`src/lcCtrl_pkg.sv`:
```
package lcCtrl_pkg;

  // --------------------------------------------------
  // Encoded life cycle state
  // --------------------------------------------------

  // Every later state sets one more bit of the OTP word, so each forward
  // transition only ever sets bits
  typedef enum logic [31:0] {
    LcStRaw           = 32'h0000_0000,
    LcStTestUnlocked0 = 32'h0000_0001,
    LcStTestLocked0   = 32'h0000_0003,
    LcStTestUnlocked1 = 32'h0000_0007,
    LcStTestLocked1   = 32'h0000_000F,
    LcStTestUnlocked2 = 32'h0000_001F,
    LcStTestLocked2   = 32'h0000_003F,
    LcStTestUnlocked3 = 32'h0000_007F,
    LcStTestLocked3   = 32'h0000_00FF,
    LcStTestUnlocked4 = 32'h0000_01FF,
    LcStTestLocked4   = 32'h0000_03FF,
    LcStTestUnlocked5 = 32'h0000_07FF,
    LcStTestLocked5   = 32'h0000_0FFF,
    LcStTestUnlocked6 = 32'h0000_1FFF,
    LcStTestLocked6   = 32'h0000_3FFF,
    LcStTestUnlocked7 = 32'h0000_7FFF,
    LcStDev           = 32'h0000_FFFF,
    LcStProd          = 32'h0001_FFFF,
    LcStProdEnd       = 32'h0003_FFFF,
    LcStRma           = 32'h0007_FFFF,
    LcStScrap         = 32'h000F_FFFF
  } lcState_e;

  // Thermometer coded transition counter, LcCntK has the lowest K bits set
  typedef enum logic [23:0] {
    LcCnt0  = 24'h00_0000, LcCnt1  = 24'h00_0001, LcCnt2  = 24'h00_0003,
    LcCnt3  = 24'h00_0007, LcCnt4  = 24'h00_000F, LcCnt5  = 24'h00_001F,
    LcCnt6  = 24'h00_003F, LcCnt7  = 24'h00_007F, LcCnt8  = 24'h00_00FF,
    LcCnt9  = 24'h00_01FF, LcCnt10 = 24'h00_03FF, LcCnt11 = 24'h00_07FF,
    LcCnt12 = 24'h00_0FFF, LcCnt13 = 24'h00_1FFF, LcCnt14 = 24'h00_3FFF,
    LcCnt15 = 24'h00_7FFF, LcCnt16 = 24'h00_FFFF, LcCnt17 = 24'h01_FFFF,
    LcCnt18 = 24'h03_FFFF, LcCnt19 = 24'h07_FFFF, LcCnt20 = 24'h0F_FFFF,
    LcCnt21 = 24'h1F_FFFF, LcCnt22 = 24'h3F_FFFF, LcCnt23 = 24'h7F_FFFF,
    LcCnt24 = 24'hFF_FFFF
  } lcCnt_e;

  // --------------------------------------------------
  // Decoded state index
  // --------------------------------------------------

  localparam int NumLcStates = 21;
  localparam int DecLcStateWidth = 5;
  localparam int DecLcStateNumRep = 2;

  // Indices above DecLcStScrap do not name a state
  typedef enum logic [DecLcStateWidth-1:0] {
    DecLcStRaw, DecLcStTestUnlocked0, DecLcStTestLocked0, DecLcStTestUnlocked1,
    DecLcStTestLocked1, DecLcStTestUnlocked2, DecLcStTestLocked2, DecLcStTestUnlocked3,
    DecLcStTestLocked3, DecLcStTestUnlocked4, DecLcStTestLocked4, DecLcStTestUnlocked5,
    DecLcStTestLocked5, DecLcStTestUnlocked6, DecLcStTestLocked6, DecLcStTestUnlocked7,
    DecLcStDev, DecLcStProd, DecLcStProdEnd, DecLcStRma, DecLcStScrap
  } decLcState_e;

  // Two copies of the decoded index, checked against each other downstream
  typedef logic [DecLcStateNumRep-1:0][DecLcStateWidth-1:0] extDecLcState_t;

  typedef enum logic [2:0] {
    IdleSt, CntIncrSt, CntProgSt, TransCheckSt,
    TokenCheck0St, TokenCheck1St, TransProgSt, DoneSt
  } fsmState_e;

  // --------------------------------------------------
  // Tokens and transition matrix
  // --------------------------------------------------

  typedef enum logic [2:0] {
    ZeroTokenIdx, RawUnlockTokenIdx, TestUnlockTokenIdx,
    TestExitTokenIdx, RmaTokenIdx, InvalidTokenIdx
  } tokenIdx_e;

  // Plain token values, one per token index
  localparam logic [31:0] TokenValue [6] = '{
    32'h0000_0000, 32'h1F2E_3D4C, 32'h7A6B_5C4D,
    32'h0E1D_2C3B, 32'h9182_7364, 32'hFFFF_FFFF
  };

  // First index is the source state and second index the target state
  typedef tokenIdx_e [NumLcStates-1:0][NumLcStates-1:0] transMatrix_t;

  function automatic transMatrix_t genTransMatrix();
    transMatrix_t m;
    bit srcTu;
    bit srcTl;
    bit tgtTu;
    bit tgtTl;
    for (int s = 0; s < NumLcStates; s++) begin
      for (int t = 0; t < NumLcStates; t++) begin
        // Unlocked test states sit on odd indices and locked ones on even indices
        srcTu = s >= 1 && s <= 15 && (s % 2) == 1;
        srcTl = s >= 2 && s <= 14 && (s % 2) == 0;
        tgtTu = t >= 1 && t <= 15 && (t % 2) == 1;
        tgtTl = t >= 2 && t <= 14 && (t % 2) == 0;
        m[s][t] = InvalidTokenIdx;
        if (t == DecLcStScrap && s < t)
          m[s][t] = ZeroTokenIdx;
        else if (s == DecLcStRaw && tgtTu)
          m[s][t] = RawUnlockTokenIdx;
        else if (srcTu && tgtTl && t > s)
          m[s][t] = ZeroTokenIdx;
        else if (srcTl && tgtTu && t > s)
          m[s][t] = TestUnlockTokenIdx;
        else if ((srcTu || srcTl) && t >= DecLcStDev && t <= DecLcStProdEnd)
          m[s][t] = TestExitTokenIdx;
        else if (srcTu && t == DecLcStRma)
          m[s][t] = ZeroTokenIdx;
        else if ((s == DecLcStDev || s == DecLcStProd) && t == DecLcStRma)
          m[s][t] = RmaTokenIdx;
      end
    end
    return m;
  endfunction

  localparam transMatrix_t TransTokenIdxMatrix = genTransMatrix();

endpackage

```
`src/lcStateDecode.sv`:
```
`timescale 1ns/1ns

module lcStateDecode import lcCtrl_pkg::*; (
  input  lcState_e       lcState_i,
  output extDecLcState_t decLcState_o,
  output logic           stateInvalid_o
);

  logic [DecLcStateWidth-1:0] decIdx;

  // Only the 21 exact encodings are accepted and any partly programmed word is invalid
  always_comb begin
    stateInvalid_o = 1'b0;
    unique case (lcState_i)
      LcStRaw:           decIdx = DecLcStRaw;
      LcStTestUnlocked0: decIdx = DecLcStTestUnlocked0;
      LcStTestLocked0:   decIdx = DecLcStTestLocked0;
      LcStTestUnlocked1: decIdx = DecLcStTestUnlocked1;
      LcStTestLocked1:   decIdx = DecLcStTestLocked1;
      LcStTestUnlocked2: decIdx = DecLcStTestUnlocked2;
      LcStTestLocked2:   decIdx = DecLcStTestLocked2;
      LcStTestUnlocked3: decIdx = DecLcStTestUnlocked3;
      LcStTestLocked3:   decIdx = DecLcStTestLocked3;
      LcStTestUnlocked4: decIdx = DecLcStTestUnlocked4;
      LcStTestLocked4:   decIdx = DecLcStTestLocked4;
      LcStTestUnlocked5: decIdx = DecLcStTestUnlocked5;
      LcStTestLocked5:   decIdx = DecLcStTestLocked5;
      LcStTestUnlocked6: decIdx = DecLcStTestUnlocked6;
      LcStTestLocked6:   decIdx = DecLcStTestLocked6;
      LcStTestUnlocked7: decIdx = DecLcStTestUnlocked7;
      LcStDev:           decIdx = DecLcStDev;
      LcStProd:          decIdx = DecLcStProd;
      LcStProdEnd:       decIdx = DecLcStProdEnd;
      LcStRma:           decIdx = DecLcStRma;
      LcStScrap:         decIdx = DecLcStScrap;
      default: begin
        // All ones lies above DecLcStScrap and fails every bounds check
        decIdx = '1;
        stateInvalid_o = 1'b1;
      end
    endcase
  end

  // Both replicas carry the same index
  assign decLcState_o = {DecLcStateNumRep{decIdx}};

endmodule

```
`src/lcStateTransition.sv`:
```
`timescale 1ns/1ns

module lcStateTransition import lcCtrl_pkg::*; #(
  parameter bit SecVolatileRawUnlockEn = 1'b0
) (
  input  lcState_e       lcState_i,
  input  lcCnt_e         lcCnt_i,
  input  fsmState_e      fsmState_i,
  input  extDecLcState_t decLcState_i,
  input  extDecLcState_t transTarget_i,
  input  logic           volatileRawUnlock_i,
  input  logic           transCmd_i,
  output lcState_e       nextLcState_o,
  output lcCnt_e         nextLcCnt_o,
  output logic           transCntOflwError_o,
  output logic           transInvalidError_o
);

  logic [23:0] cntVec;
  logic        idxValid;

  assign cntVec = lcCnt_i;

  // Both replicas of source and target must agree and name a real state
  // before they may index the matrix, which also rejects a bad source encoding
  assign idxValid = decLcState_i[0] == decLcState_i[1] &&
                    transTarget_i[0] == transTarget_i[1] &&
                    decLcState_i[0] <= DecLcStScrap &&
                    transTarget_i[0] <= DecLcStScrap;

  always_comb begin
    nextLcCnt_o = lcCnt_i;
    nextLcState_o = lcState_i;
    transCntOflwError_o = 1'b0;
    transInvalidError_o = 1'b0;

    // --------------------------------------------------
    // Volatile RAW unlock
    // --------------------------------------------------
    // Checked on the command strobe itself since this path never leaves IdleSt
    if (SecVolatileRawUnlockEn && volatileRawUnlock_i && transCmd_i && fsmState_i == IdleSt) begin
      // Raw to TestUnlocked0 is the only edge this path may take
      if (decLcState_i != {DecLcStateNumRep{DecLcStRaw}} ||
          transTarget_i != {DecLcStateNumRep{DecLcStTestUnlocked0}}) begin
        transInvalidError_o = 1'b1;
      end
    end

    // --------------------------------------------------
    // Counter increment
    // --------------------------------------------------
    // The incremented value stays asserted through the later steps so that
    // the store always sees a consistent next counter
    if (fsmState_i inside {CntIncrSt, CntProgSt, TransCheckSt,
                           TokenCheck0St, TokenCheck1St, TransProgSt}) begin
      // A thermometer word has no set bit above a clear one
      if (lcCnt_i == LcCnt24 || (cntVec & (cntVec + 24'd1)) != 24'd0) begin
        transCntOflwError_o = 1'b1;
      end else begin
        nextLcCnt_o = lcCnt_e'({cntVec[22:0], 1'b1});
      end
      // Scrap is always reachable, so the counter is maxed out and the
      // state already forced to Scrap to keep the silenced overflow harmless
      if (transTarget_i == {DecLcStateNumRep{DecLcStScrap}}) begin
        nextLcCnt_o = LcCnt24;
        nextLcState_o = LcStScrap;
        transCntOflwError_o = 1'b0;
      end
    end

    // --------------------------------------------------
    // Edge check and target encoding
    // --------------------------------------------------
    if (fsmState_i inside {TransCheckSt, TokenCheck0St, TokenCheck1St, TransProgSt}) begin
      if (!idxValid) begin
        transInvalidError_o = 1'b1;
      end else if (TransTokenIdxMatrix[decLcState_i[0]][transTarget_i[0]] == InvalidTokenIdx ||
                   TransTokenIdxMatrix[decLcState_i[1]][transTarget_i[1]] == InvalidTokenIdx) begin
        transInvalidError_o = 1'b1;
      end else begin
        // Even a wrong encoding here cannot clear bits, the store would refuse it
        unique case (transTarget_i[0])
          DecLcStRaw:           nextLcState_o = LcStRaw;
          DecLcStTestUnlocked0: nextLcState_o = LcStTestUnlocked0;
          DecLcStTestLocked0:   nextLcState_o = LcStTestLocked0;
          DecLcStTestUnlocked1: nextLcState_o = LcStTestUnlocked1;
          DecLcStTestLocked1:   nextLcState_o = LcStTestLocked1;
          DecLcStTestUnlocked2: nextLcState_o = LcStTestUnlocked2;
          DecLcStTestLocked2:   nextLcState_o = LcStTestLocked2;
          DecLcStTestUnlocked3: nextLcState_o = LcStTestUnlocked3;
          DecLcStTestLocked3:   nextLcState_o = LcStTestLocked3;
          DecLcStTestUnlocked4: nextLcState_o = LcStTestUnlocked4;
          DecLcStTestLocked4:   nextLcState_o = LcStTestLocked4;
          DecLcStTestUnlocked5: nextLcState_o = LcStTestUnlocked5;
          DecLcStTestLocked5:   nextLcState_o = LcStTestLocked5;
          DecLcStTestUnlocked6: nextLcState_o = LcStTestUnlocked6;
          DecLcStTestLocked6:   nextLcState_o = LcStTestLocked6;
          DecLcStTestUnlocked7: nextLcState_o = LcStTestUnlocked7;
          DecLcStDev:           nextLcState_o = LcStDev;
          DecLcStProd:          nextLcState_o = LcStProd;
          DecLcStProdEnd:       nextLcState_o = LcStProdEnd;
          DecLcStRma:           nextLcState_o = LcStRma;
          DecLcStScrap:         nextLcState_o = LcStScrap;
          default:              transInvalidError_o = 1'b1;
        endcase
      end
    end
  end

endmodule

```
`src/lcOtpModel.sv`:
```
`timescale 1ns/1ns

module lcOtpModel import lcCtrl_pkg::*; #(
  parameter lcState_e InitLcState = LcStRaw,
  parameter lcCnt_e   InitLcCnt   = LcCnt0
) (
  input  logic     clk_i,
  input  logic     arstN_i,
  input  logic     cntWr_i,
  input  lcCnt_e   cntWrData_i,
  input  logic     stateWr_i,
  input  lcState_e stateWrData_i,
  output lcState_e lcState_o,
  output lcCnt_e   lcCnt_o,
  output logic     wrError_o
);

  lcState_e lcStateQ;
  lcCnt_e   lcCntQ;
  logic     cntClears;
  logic     stateClears;

  // A write is illegal when the new word drops any bit that is already set
  assign cntClears = (cntWrData_i & lcCntQ) != lcCntQ;
  assign stateClears = (stateWrData_i & lcStateQ) != lcStateQ;

  // Flagged in the same cycle as the write strobe
  assign wrError_o = (cntWr_i && cntClears) || (stateWr_i && stateClears);

  // The partition comes up holding the programmed contents
  always_ff @(posedge clk_i or negedge arstN_i) begin
    if (!arstN_i) begin
      lcStateQ <= InitLcState;
      lcCntQ <= InitLcCnt;
    end else begin
      // A refused write leaves the word as it was
      if (cntWr_i && !cntClears) begin
        lcCntQ <= cntWrData_i;
      end
      if (stateWr_i && !stateClears) begin
        lcStateQ <= stateWrData_i;
      end
    end
  end

  assign lcState_o = lcStateQ;
  assign lcCnt_o = lcCntQ;

  // Counter and state are programmed in separate FSM steps
  assert property (@(posedge clk_i) disable iff (!arstN_i) !(cntWr_i && stateWr_i))
    else $error("counter and state written in the same cycle");

endmodule

```
`src/lcCtrlFsm.sv`:
```
`timescale 1ns/1ns

module lcCtrlFsm import lcCtrl_pkg::*; #(
  parameter bit SecVolatileRawUnlockEn = 1'b0
) (
  input  logic           clk_i,
  input  logic           arstN_i,
  input  logic           transCmd_i,
  input  decLcState_e    transTarget_i,
  input  logic [31:0]    transToken_i,
  input  logic           volatileRawUnlock_i,
  input  lcState_e       otpLcState_i,
  input  extDecLcState_t decLcState_i,
  input  logic           stateInvalid_i,
  input  logic           cntOflwError_i,
  input  logic           transInvalidError_i,
  input  logic           otpWrError_i,
  output fsmState_e      fsmState_o,
  output extDecLcState_t transTargetRep_o,
  output logic           otpCntWr_o,
  output logic           otpStateWr_o,
  output lcState_e       lcState_o,
  output logic           busy_o,
  output logic           transDone_o,
  output logic           cntOflwError_o,
  output logic           transInvalidError_o,
  output logic           tokenError_o,
  output logic           otpError_o,
  output logic           stateInvalid_o
);

  fsmState_e                  fsmStateQ;
  fsmState_e                  fsmStateD;
  logic [DecLcStateWidth-1:0] targetQ;
  logic [31:0]                tokenQ;
  logic [31:0]                expToken0;
  logic [31:0]                expToken1;
  logic                       cmdAccept;
  logic                       cntOflwSet;
  logic                       transInvSet;
  logic                       tokenSet;
  logic                       otpSet;
  logic                       volatileSet;
  logic                       cntOflwErrQ;
  logic                       transInvErrQ;
  logic                       tokenErrQ;
  logic                       otpErrQ;
  logic                       volatileQ;
  logic                       stateInvalidQ;

  // Commands are only taken while idle and any strobe during a walk is dropped
  assign cmdAccept = fsmStateQ == IdleSt && transCmd_i;

  // While idle the live target is replicated so the volatile edge check can run on the strobe
  // Afterwards the registered copy is used
  assign transTargetRep_o = {DecLcStateNumRep{(fsmStateQ == IdleSt) ? transTarget_i : targetQ}};

  // Each token step looks up the matrix through its own replica
  assign expToken0 = TokenValue[TransTokenIdxMatrix[decLcState_i[0]][transTargetRep_o[0]]];
  assign expToken1 = TokenValue[TransTokenIdxMatrix[decLcState_i[1]][transTargetRep_o[1]]];

  // --------------------------------------------------
  // Step sequencing
  // --------------------------------------------------
  always_comb begin
    fsmStateD = fsmStateQ;
    otpCntWr_o = 1'b0;
    otpStateWr_o = 1'b0;
    cntOflwSet = 1'b0;
    transInvSet = 1'b0;
    tokenSet = 1'b0;
    otpSet = 1'b0;
    volatileSet = 1'b0;
    unique case (fsmStateQ)
      IdleSt: begin
        if (transCmd_i && SecVolatileRawUnlockEn && volatileRawUnlock_i) begin
          // Volatile unlock finishes in one step and never touches the store
          fsmStateD = DoneSt;
          if (transInvalidError_i)
            transInvSet = 1'b1;
          else if (transToken_i != TokenValue[RawUnlockTokenIdx])
            tokenSet = 1'b1;
          else
            volatileSet = 1'b1;
        end else if (transCmd_i) begin
          fsmStateD = CntIncrSt;
        end
      end
      CntIncrSt: begin
        cntOflwSet = cntOflwError_i;
        fsmStateD = cntOflwError_i ? DoneSt : CntProgSt;
      end
      CntProgSt: begin
        // The counter is burnt before the edge is even checked
        otpCntWr_o = 1'b1;
        otpSet = otpWrError_i;
        fsmStateD = otpWrError_i ? DoneSt : TransCheckSt;
      end
      TransCheckSt: begin
        transInvSet = transInvalidError_i;
        fsmStateD = transInvalidError_i ? DoneSt : TokenCheck0St;
      end
      TokenCheck0St: begin
        tokenSet = tokenQ != expToken0;
        fsmStateD = tokenSet ? DoneSt : TokenCheck1St;
      end
      TokenCheck1St: begin
        tokenSet = tokenQ != expToken1;
        fsmStateD = tokenSet ? DoneSt : TransProgSt;
      end
      TransProgSt: begin
        otpStateWr_o = 1'b1;
        otpSet = otpWrError_i;
        fsmStateD = DoneSt;
      end
      // DoneSt lasts one cycle and carries the done pulse
      default: fsmStateD = IdleSt;
    endcase
  end

  always_ff @(posedge clk_i or negedge arstN_i) begin
    if (!arstN_i) begin
      fsmStateQ <= IdleSt;
      cntOflwErrQ <= 1'b0;
      transInvErrQ <= 1'b0;
      tokenErrQ <= 1'b0;
      otpErrQ <= 1'b0;
      volatileQ <= 1'b0;
      stateInvalidQ <= 1'b0;
    end else begin
      fsmStateQ <= fsmStateD;
      stateInvalidQ <= stateInvalid_i;
      // A new command drops the previous result and otherwise errors accumulate
      if (cmdAccept) begin
        cntOflwErrQ <= cntOflwSet;
        transInvErrQ <= transInvSet;
        tokenErrQ <= tokenSet;
        otpErrQ <= otpSet;
      end else begin
        cntOflwErrQ <= cntOflwErrQ | cntOflwSet;
        transInvErrQ <= transInvErrQ | transInvSet;
        tokenErrQ <= tokenErrQ | tokenSet;
        otpErrQ <= otpErrQ | otpSet;
      end
      // Only a reset leaves the volatile unlock
      if (volatileSet) begin
        volatileQ <= 1'b1;
      end
    end
  end

  always_ff @(posedge clk_i) begin
    if (cmdAccept) begin
      targetQ <= transTarget_i;
      tokenQ <= transToken_i;
    end
  end

  assign fsmState_o = fsmStateQ;
  assign busy_o = fsmStateQ != IdleSt;
  assign transDone_o = fsmStateQ == DoneSt;
  assign lcState_o = volatileQ ? LcStTestUnlocked0 : otpLcState_i;
  assign cntOflwError_o = cntOflwErrQ;
  assign transInvalidError_o = transInvErrQ;
  assign tokenError_o = tokenErrQ;
  assign otpError_o = otpErrQ;
  assign stateInvalid_o = stateInvalidQ;

  // The store is only written while the command in flight has recorded no error
  assert property (@(posedge clk_i) disable iff (!arstN_i)
    (otpCntWr_o || otpStateWr_o) |-> !(cntOflwErrQ || transInvErrQ || tokenErrQ || otpErrQ))
    else $error("store written after an error was recorded");

endmodule

```
`src/lcCtrl.sv`:
```
`timescale 1ns/1ns

module lcCtrl import lcCtrl_pkg::*; #(
  parameter bit       SecVolatileRawUnlockEn = 1'b0,
  parameter lcState_e InitLcState            = LcStRaw,
  parameter lcCnt_e   InitLcCnt              = LcCnt0
) (
  input  logic        clk_i,
  input  logic        arstN_i,
  input  logic        transCmd_i,
  input  decLcState_e transTarget_i,
  input  logic [31:0] transToken_i,
  input  logic        volatileRawUnlock_i,
  output lcState_e    lcState_o,
  output lcCnt_e      lcCnt_o,
  output logic        busy_o,
  output logic        transDone_o,
  output logic        cntOflwError_o,
  output logic        transInvalidError_o,
  output logic        tokenError_o,
  output logic        otpError_o,
  output logic        stateInvalid_o
);

  lcState_e       otpState;
  lcCnt_e         otpCnt;
  extDecLcState_t decState;
  logic           stateInvalid;
  lcState_e       nextState;
  lcCnt_e         nextCnt;
  logic           cntOflwErr;
  logic           transInvalidErr;
  fsmState_e      fsmState;
  extDecLcState_t transTargetRep;
  logic           otpCntWr;
  logic           otpStateWr;
  logic           otpWrErr;

  // Store contents reach the outside untouched, the FSM adds the volatile override
  assign lcCnt_o = otpCnt;

  lcOtpModel #(
    .InitLcState(InitLcState),
    .InitLcCnt  (InitLcCnt)
  ) u_lcOtpModel (
    .clk_i        (clk_i),
    .arstN_i      (arstN_i),
    .cntWr_i      (otpCntWr),
    .cntWrData_i  (nextCnt),
    .stateWr_i    (otpStateWr),
    .stateWrData_i(nextState),
    .lcState_o    (otpState),
    .lcCnt_o      (otpCnt),
    .wrError_o    (otpWrErr)
  );

  lcStateDecode u_lcStateDecode (
    .lcState_i     (otpState),
    .decLcState_o  (decState),
    .stateInvalid_o(stateInvalid)
  );

  lcStateTransition #(
    .SecVolatileRawUnlockEn(SecVolatileRawUnlockEn)
  ) u_lcStateTransition (
    .lcState_i          (otpState),
    .lcCnt_i            (otpCnt),
    .fsmState_i         (fsmState),
    .decLcState_i       (decState),
    .transTarget_i      (transTargetRep),
    .volatileRawUnlock_i(volatileRawUnlock_i),
    .transCmd_i         (transCmd_i),
    .nextLcState_o      (nextState),
    .nextLcCnt_o        (nextCnt),
    .transCntOflwError_o(cntOflwErr),
    .transInvalidError_o(transInvalidErr)
  );

  lcCtrlFsm #(
    .SecVolatileRawUnlockEn(SecVolatileRawUnlockEn)
  ) u_lcCtrlFsm (
    .clk_i              (clk_i),
    .arstN_i            (arstN_i),
    .transCmd_i         (transCmd_i),
    .transTarget_i      (transTarget_i),
    .transToken_i       (transToken_i),
    .volatileRawUnlock_i(volatileRawUnlock_i),
    .otpLcState_i       (otpState),
    .decLcState_i       (decState),
    .stateInvalid_i     (stateInvalid),
    .cntOflwError_i     (cntOflwErr),
    .transInvalidError_i(transInvalidErr),
    .otpWrError_i       (otpWrErr),
    .fsmState_o         (fsmState),
    .transTargetRep_o   (transTargetRep),
    .otpCntWr_o         (otpCntWr),
    .otpStateWr_o       (otpStateWr),
    .lcState_o          (lcState_o),
    .busy_o             (busy_o),
    .transDone_o        (transDone_o),
    .cntOflwError_o     (cntOflwError_o),
    .transInvalidError_o(transInvalidError_o),
    .tokenError_o       (tokenError_o),
    .otpError_o         (otpError_o),
    .stateInvalid_o     (stateInvalid_o)
  );

endmodule

```
`config.mk`:
```
export PLATFORM = sky130hd
export DESIGN_NAME = lcCtrl
export DESIGN_NICKNAME = d
export VERILOG_FILES = /design/src/lcCtrl_pkg.sv /design/src/lcStateDecode.sv /design/src/lcStateTransition.sv /design/src/lcOtpModel.sv /design/src/lcCtrlFsm.sv /design/src/lcCtrl.sv
export SDC_FILE = /design/constraint.sdc
export NUM_CORES = 1
export LEC_CHECK = 0
export BUFFER_PORTS_ARGS = -buffer_cell sky130_fd_sc_hd__buf_4
export CELL_PAD_IN_SITES_DETAIL_PLACEMENT = 1
export CELL_PAD_IN_SITES_GLOBAL_PLACEMENT = 1
export CORE_UTILIZATION = 40
export DETAILED_ROUTE_END_ITERATION = 8
export PLACE_DENSITY_LB_ADDON = 0.3
export SETUP_SLACK_MARGIN = 0.2
export SLEW_MARGIN = 10
export SYNTH_ARGS = -nofsm -noshare
export SYNTH_HDL_FRONTEND = slang
export SYNTH_SLANG_ARGS = --single-unit
```
`constraint.sdc`:
```
create_clock -name clk_i -period 11 [get_ports clk_i]
set_input_delay 2.2 -clock clk_i [delete_from_list [all_inputs] [get_ports clk_i]]
set_output_delay 2.2 -clock clk_i [all_outputs]
set_load 0.005 [all_outputs]
```
==> run summary <==
Tracing the worst setup path back leads to its startpoint at transTarget_i[0]. The die width is about 120 um. The max capacitance violation total is 0. The setup TNS after final layout came out at 0 ps. In this run the clock root is driven by a clkbuf_16.

The via count is between 5000 and 6000. Pin placement for this block handled ~100 I/O pins. The run finished with clean final reports. The fraction of synthesis flops using an asynchronous set or reset pin came out at 0.634. The layout filler cell count came out at about 1700. The global-route wire length before repair is 27600 um. The wire length per cell after detailed routing came out at 19.5 um. The count of hold buffers inserted by post-cts repair came out at 0. The wire-length estimate of the detail-placed layout is between 10000 and 15000 um. The startpoint identified for the worst register-to-register timing path is u_lcOtpModel.lcState_o[21].

The die is 124 um tall. The final cell count without fillers came out at a little under 900. The worst setup skew after layout came out at roughly 6.8 ps. The hold violation count in the final report came out at 0. In the layout the commonest cells are buf_4 (110), dfrtp_1 (64), nand2_1 (58).

Data on the critical path is required at its endpoint by ~11000 ps. In the final layout, the share of cells above drive strength 1 is 0.230. The data arrival time of the critical path came out at around 6900 ps.

The total overflow reported by the global router is 0. The initial antenna violation count came out at 0. The number of cells upsized or downsized after cts is 0.

Input and output buffers added on the ports amount to 102. Broken down by cell family, the worst path's largest delay share belongs to simple AND/OR/NAND/NOR gates. The starting density of the core came out at 0.410. The maximum number of buffers from clock root to sink came out at 2.

Entering global routing, the biggest net connects 65 pins. The critical path startpoint category is an input pin. The count of final setup violators came out at 0.

The number of global-route vias before repair came out at approximately 5300. The power density normalized to cell area came out at 216 mW/mm2. After detailed placement, the total cell area comes to 0.00682 mm2. The total wire length after detailed routing is 17300 um.

Relative to the synthesized area, the layout overhead comes to 19.8%. The Yosys step of the flow raised 0 warnings. After technology mapping, the gate count stands at 621. VDD sags by at most 0.100 mV. The register bit total from synthesis is about 100. The congestion estimate from routability-driven global placement came to about 0.9. The cell count after placement is 871. The remaining number of nets flagged by the antenna check after routing is 0. The worst min-delay path category is reg -> reg. The most used flip-flop cell after synthesis is dfrtp_1. The clock tree from TritonCTS is done.

The number of sinks handled by clock tree synthesis came out at 101. The overall die area is about 0.015 mm2. Across every metal layer, demand over resource in global routing totals 0.233. The biggest cell delay along the critical path is 820 ps. The final critical delay including setup and external delays came out at between 6000 and 7000 ps.

The number of cells on the worst reg-to-reg path is 17. The library cell used most frequently in the layout, excluding fill and tap cells, is buf_4. The cell count along the critical path came out at 17. The worst hold slack came out at roughly 400 ps. The max-slew violation count is 0. After clock tree synthesis, the clock-pin slew on the worst setup and hold paths is approximately 70 ps. dfrtp_1 takes more of the synthesized area than any other cell.

Once the clock tree was built, the setup fixing pass inserted 0 buffers. Summed over all cells, the static leakage comes to 2.82 nW. The register area share after synthesis is 0.455. The worst-margin pin slew is around 1200 ps. Of all nets on the critical path, the largest fanout is 20. The startpoint of the worst hold path is u_lcOtpModel.lcState_o[26]. The post-synthesis area per instance is 9.60 um2. Traced cell by cell, the critical path runs through buf_4 -> mux2i_1 -> buf_4 -> nor4_2 -> maj3_1 -> nor2_1 -> o31ai_1 -> nand2_1 -> nor3_2 -> inv_1 -> ha_1 -> inv_1 -> o211ai_4 -> o31a_1 -> nor2_2 -> nor2_1 -> a21oi_2. The cell with the largest stage delay on the worst path is nor4_2.

The number of antenna diodes in the final layout is 0. The number of flops mapped to enable cells by yosys came out at 37. The final core utilization is 0.491. The count of TritonRoute iterations in the first routing pass is 7. The post-route fraction of the period consumed by the critical path is 0.598. The worst setup path is captured at a flop. The critical path is of the in -> reg type.

Setup repair after global routing left no endpoint under its margin. Along the worst hold path, the cell count comes to 0. The maximum achievable frequency came out at 0.152 GHz. Of the post-synthesis cell area, the dominant cell type holds 0.269. The clock latency on the worst-skew pair is roughly 350 ps.

The buffer and inverter count on the worst path is 4. The relative slew slack is 0.230. The post-layout instance area is approximately 0.007 mm2. The number of rows in the core area is 44. The clock buffer count from CTS came out at 9. Ranked by total cell area, the synthesized netlist is headed by dfrtp_1 (27%), edfxtp_1 (19%), nand2_1 (3.7%). After detailed routing, the number of remaining DRC violations is 0.

The total number of H-tree levels is 3. The detailed router's first-iteration violation count came out at 401. The final layout contains ~740 nets.

Synthesis produced a netlist with a net count of approximately 670. The post-synthesis cell type count is 81. The via density per instance is 5.97. The region available for standard cell placement spans between 0.01 and 0.015 mm2. The area of the mapped netlist came out at between 0.005 and 0.006 mm2.
==> worst reg2reg max path, stage by stage, from the launching register on <==
cell and delay (ps):
dfrtp_1 400, nor4_1 500, nand4_1 360, a2111oi_1 1090, or3_2 350, and2_1 350, a21oi_1 80, o31ai_1 340
nand2_1 120, nor3_2 720, inv_1 190, ha_1 300, inv_1 120, o211ai_4 170, o31a_1 330, nor2_2 630
nor2_1 160, a21oi_2 150
==> per-layer routing <==
metal / wire length [um] / track usage / vias up
li1: - / - / 2499
met2: 8460 / 0.395 / 142
met3: 758 / 0.0467 / 17
met5: 0 / 0 / -
met1: 7890 / 0.308 / 2639
met4: 155 / 0.0476 / 0
==> state kept, by name, summed over array words and instances (netlist names), 3 cells and up <==
| register | count |
|---|---|
| u_lcOtpModel.lcState_o | 32 |
| u_lcOtpModel.lcCnt_o | 24 |
| u_lcCtrlFsm.fsmState_o | 3 |
| u_lcCtrlFsm.targetQ | 5 |
| u_lcCtrlFsm.tokenQ | 32 |
==> cell type report <==
| type | instances | area [um2] | area share |
|---|---|---|---|
| sequential | 101 | 2710 | 0.380 |
| inverter | 16 | 60.1 | 0.00841 |
| multi-input combinational | 460 | 2990 | 0.419 |
| clock inverter | 6 | 92.6 | 0.0130 |
| clock buffer | 10 | 229 | 0.0321 |
| timing repair buffer | 110 | 826 | 0.116 |
| tap | 184 | 230 | 0.0322 |
==> cell usage after synthesis, drive strengths merged, types with 3 or more instances <==
master	instances
nand3	26
a21oi	42
mux2	6
and4	3
mux2i	16
xnor2	7
clkbuf	35
buf	9
or2	3
a31oi	8
o311ai	3
ha	4
a22oi	4
a21boi	5
inv	16
o31a	3
a2111oi	5
or4	8
o21ai	35
edfxtp	37
and2	7
o22a	23
o211ai	9
nand2b	4
nor2	58
nand2	59
and3	8
o311a	3
o31ai	6
o21a	3
nand3b	3
nor3	17
nand4b	3
nand4	17
or3	6
xor2	3
nor4b	6
dfrtp	64
a21o	4
nor2b	4
nor4	14
==> power by group <==
part | switching (mW) | leakage [nW] | internal [mW]
Sequential | 0.179 | 1.15 | 0.479
Clock | 0.142 | 0.158 | 0.202
Combinational | 0.265 | 1.52 | 0.278
==> metrics by stage <==
step,power (mW),setup slack (ps)
after floorplan,0.949,5410
after global placement,1.17,4280
after detailed placement,1.20,4100
after CTS,1.56,4460
after global routing,1.64,4030
final,1.54,4420
==> cell families after synthesis <==
family	count (synthesis)	synth area share
compound gates	173	0.215
xor+xnor	10	0.0147
fa+ha+maj	5	0.0101
buf+inv	60	0.0447
flops	101	0.455
mux	22	0.0382
simple gates	250	0.222
==> final timing paths <==
kind                                                   end  slack, ps
worst min register to register  u_lcOtpModel.lcState_o[26]        400
worst min-delay path            u_lcOtpModel.lcState_o[26]        400
worst max register to register  u_lcOtpModel.lcState_o[10]       4570
min in group asynchronous         u_lcOtpModel.lcCnt_o[21]       1930
worst max-delay path            u_lcOtpModel.lcState_o[10]       4420
max in group asynchronous         u_lcOtpModel.lcCnt_o[11]       8500
(Power assumes the default switching activity.)
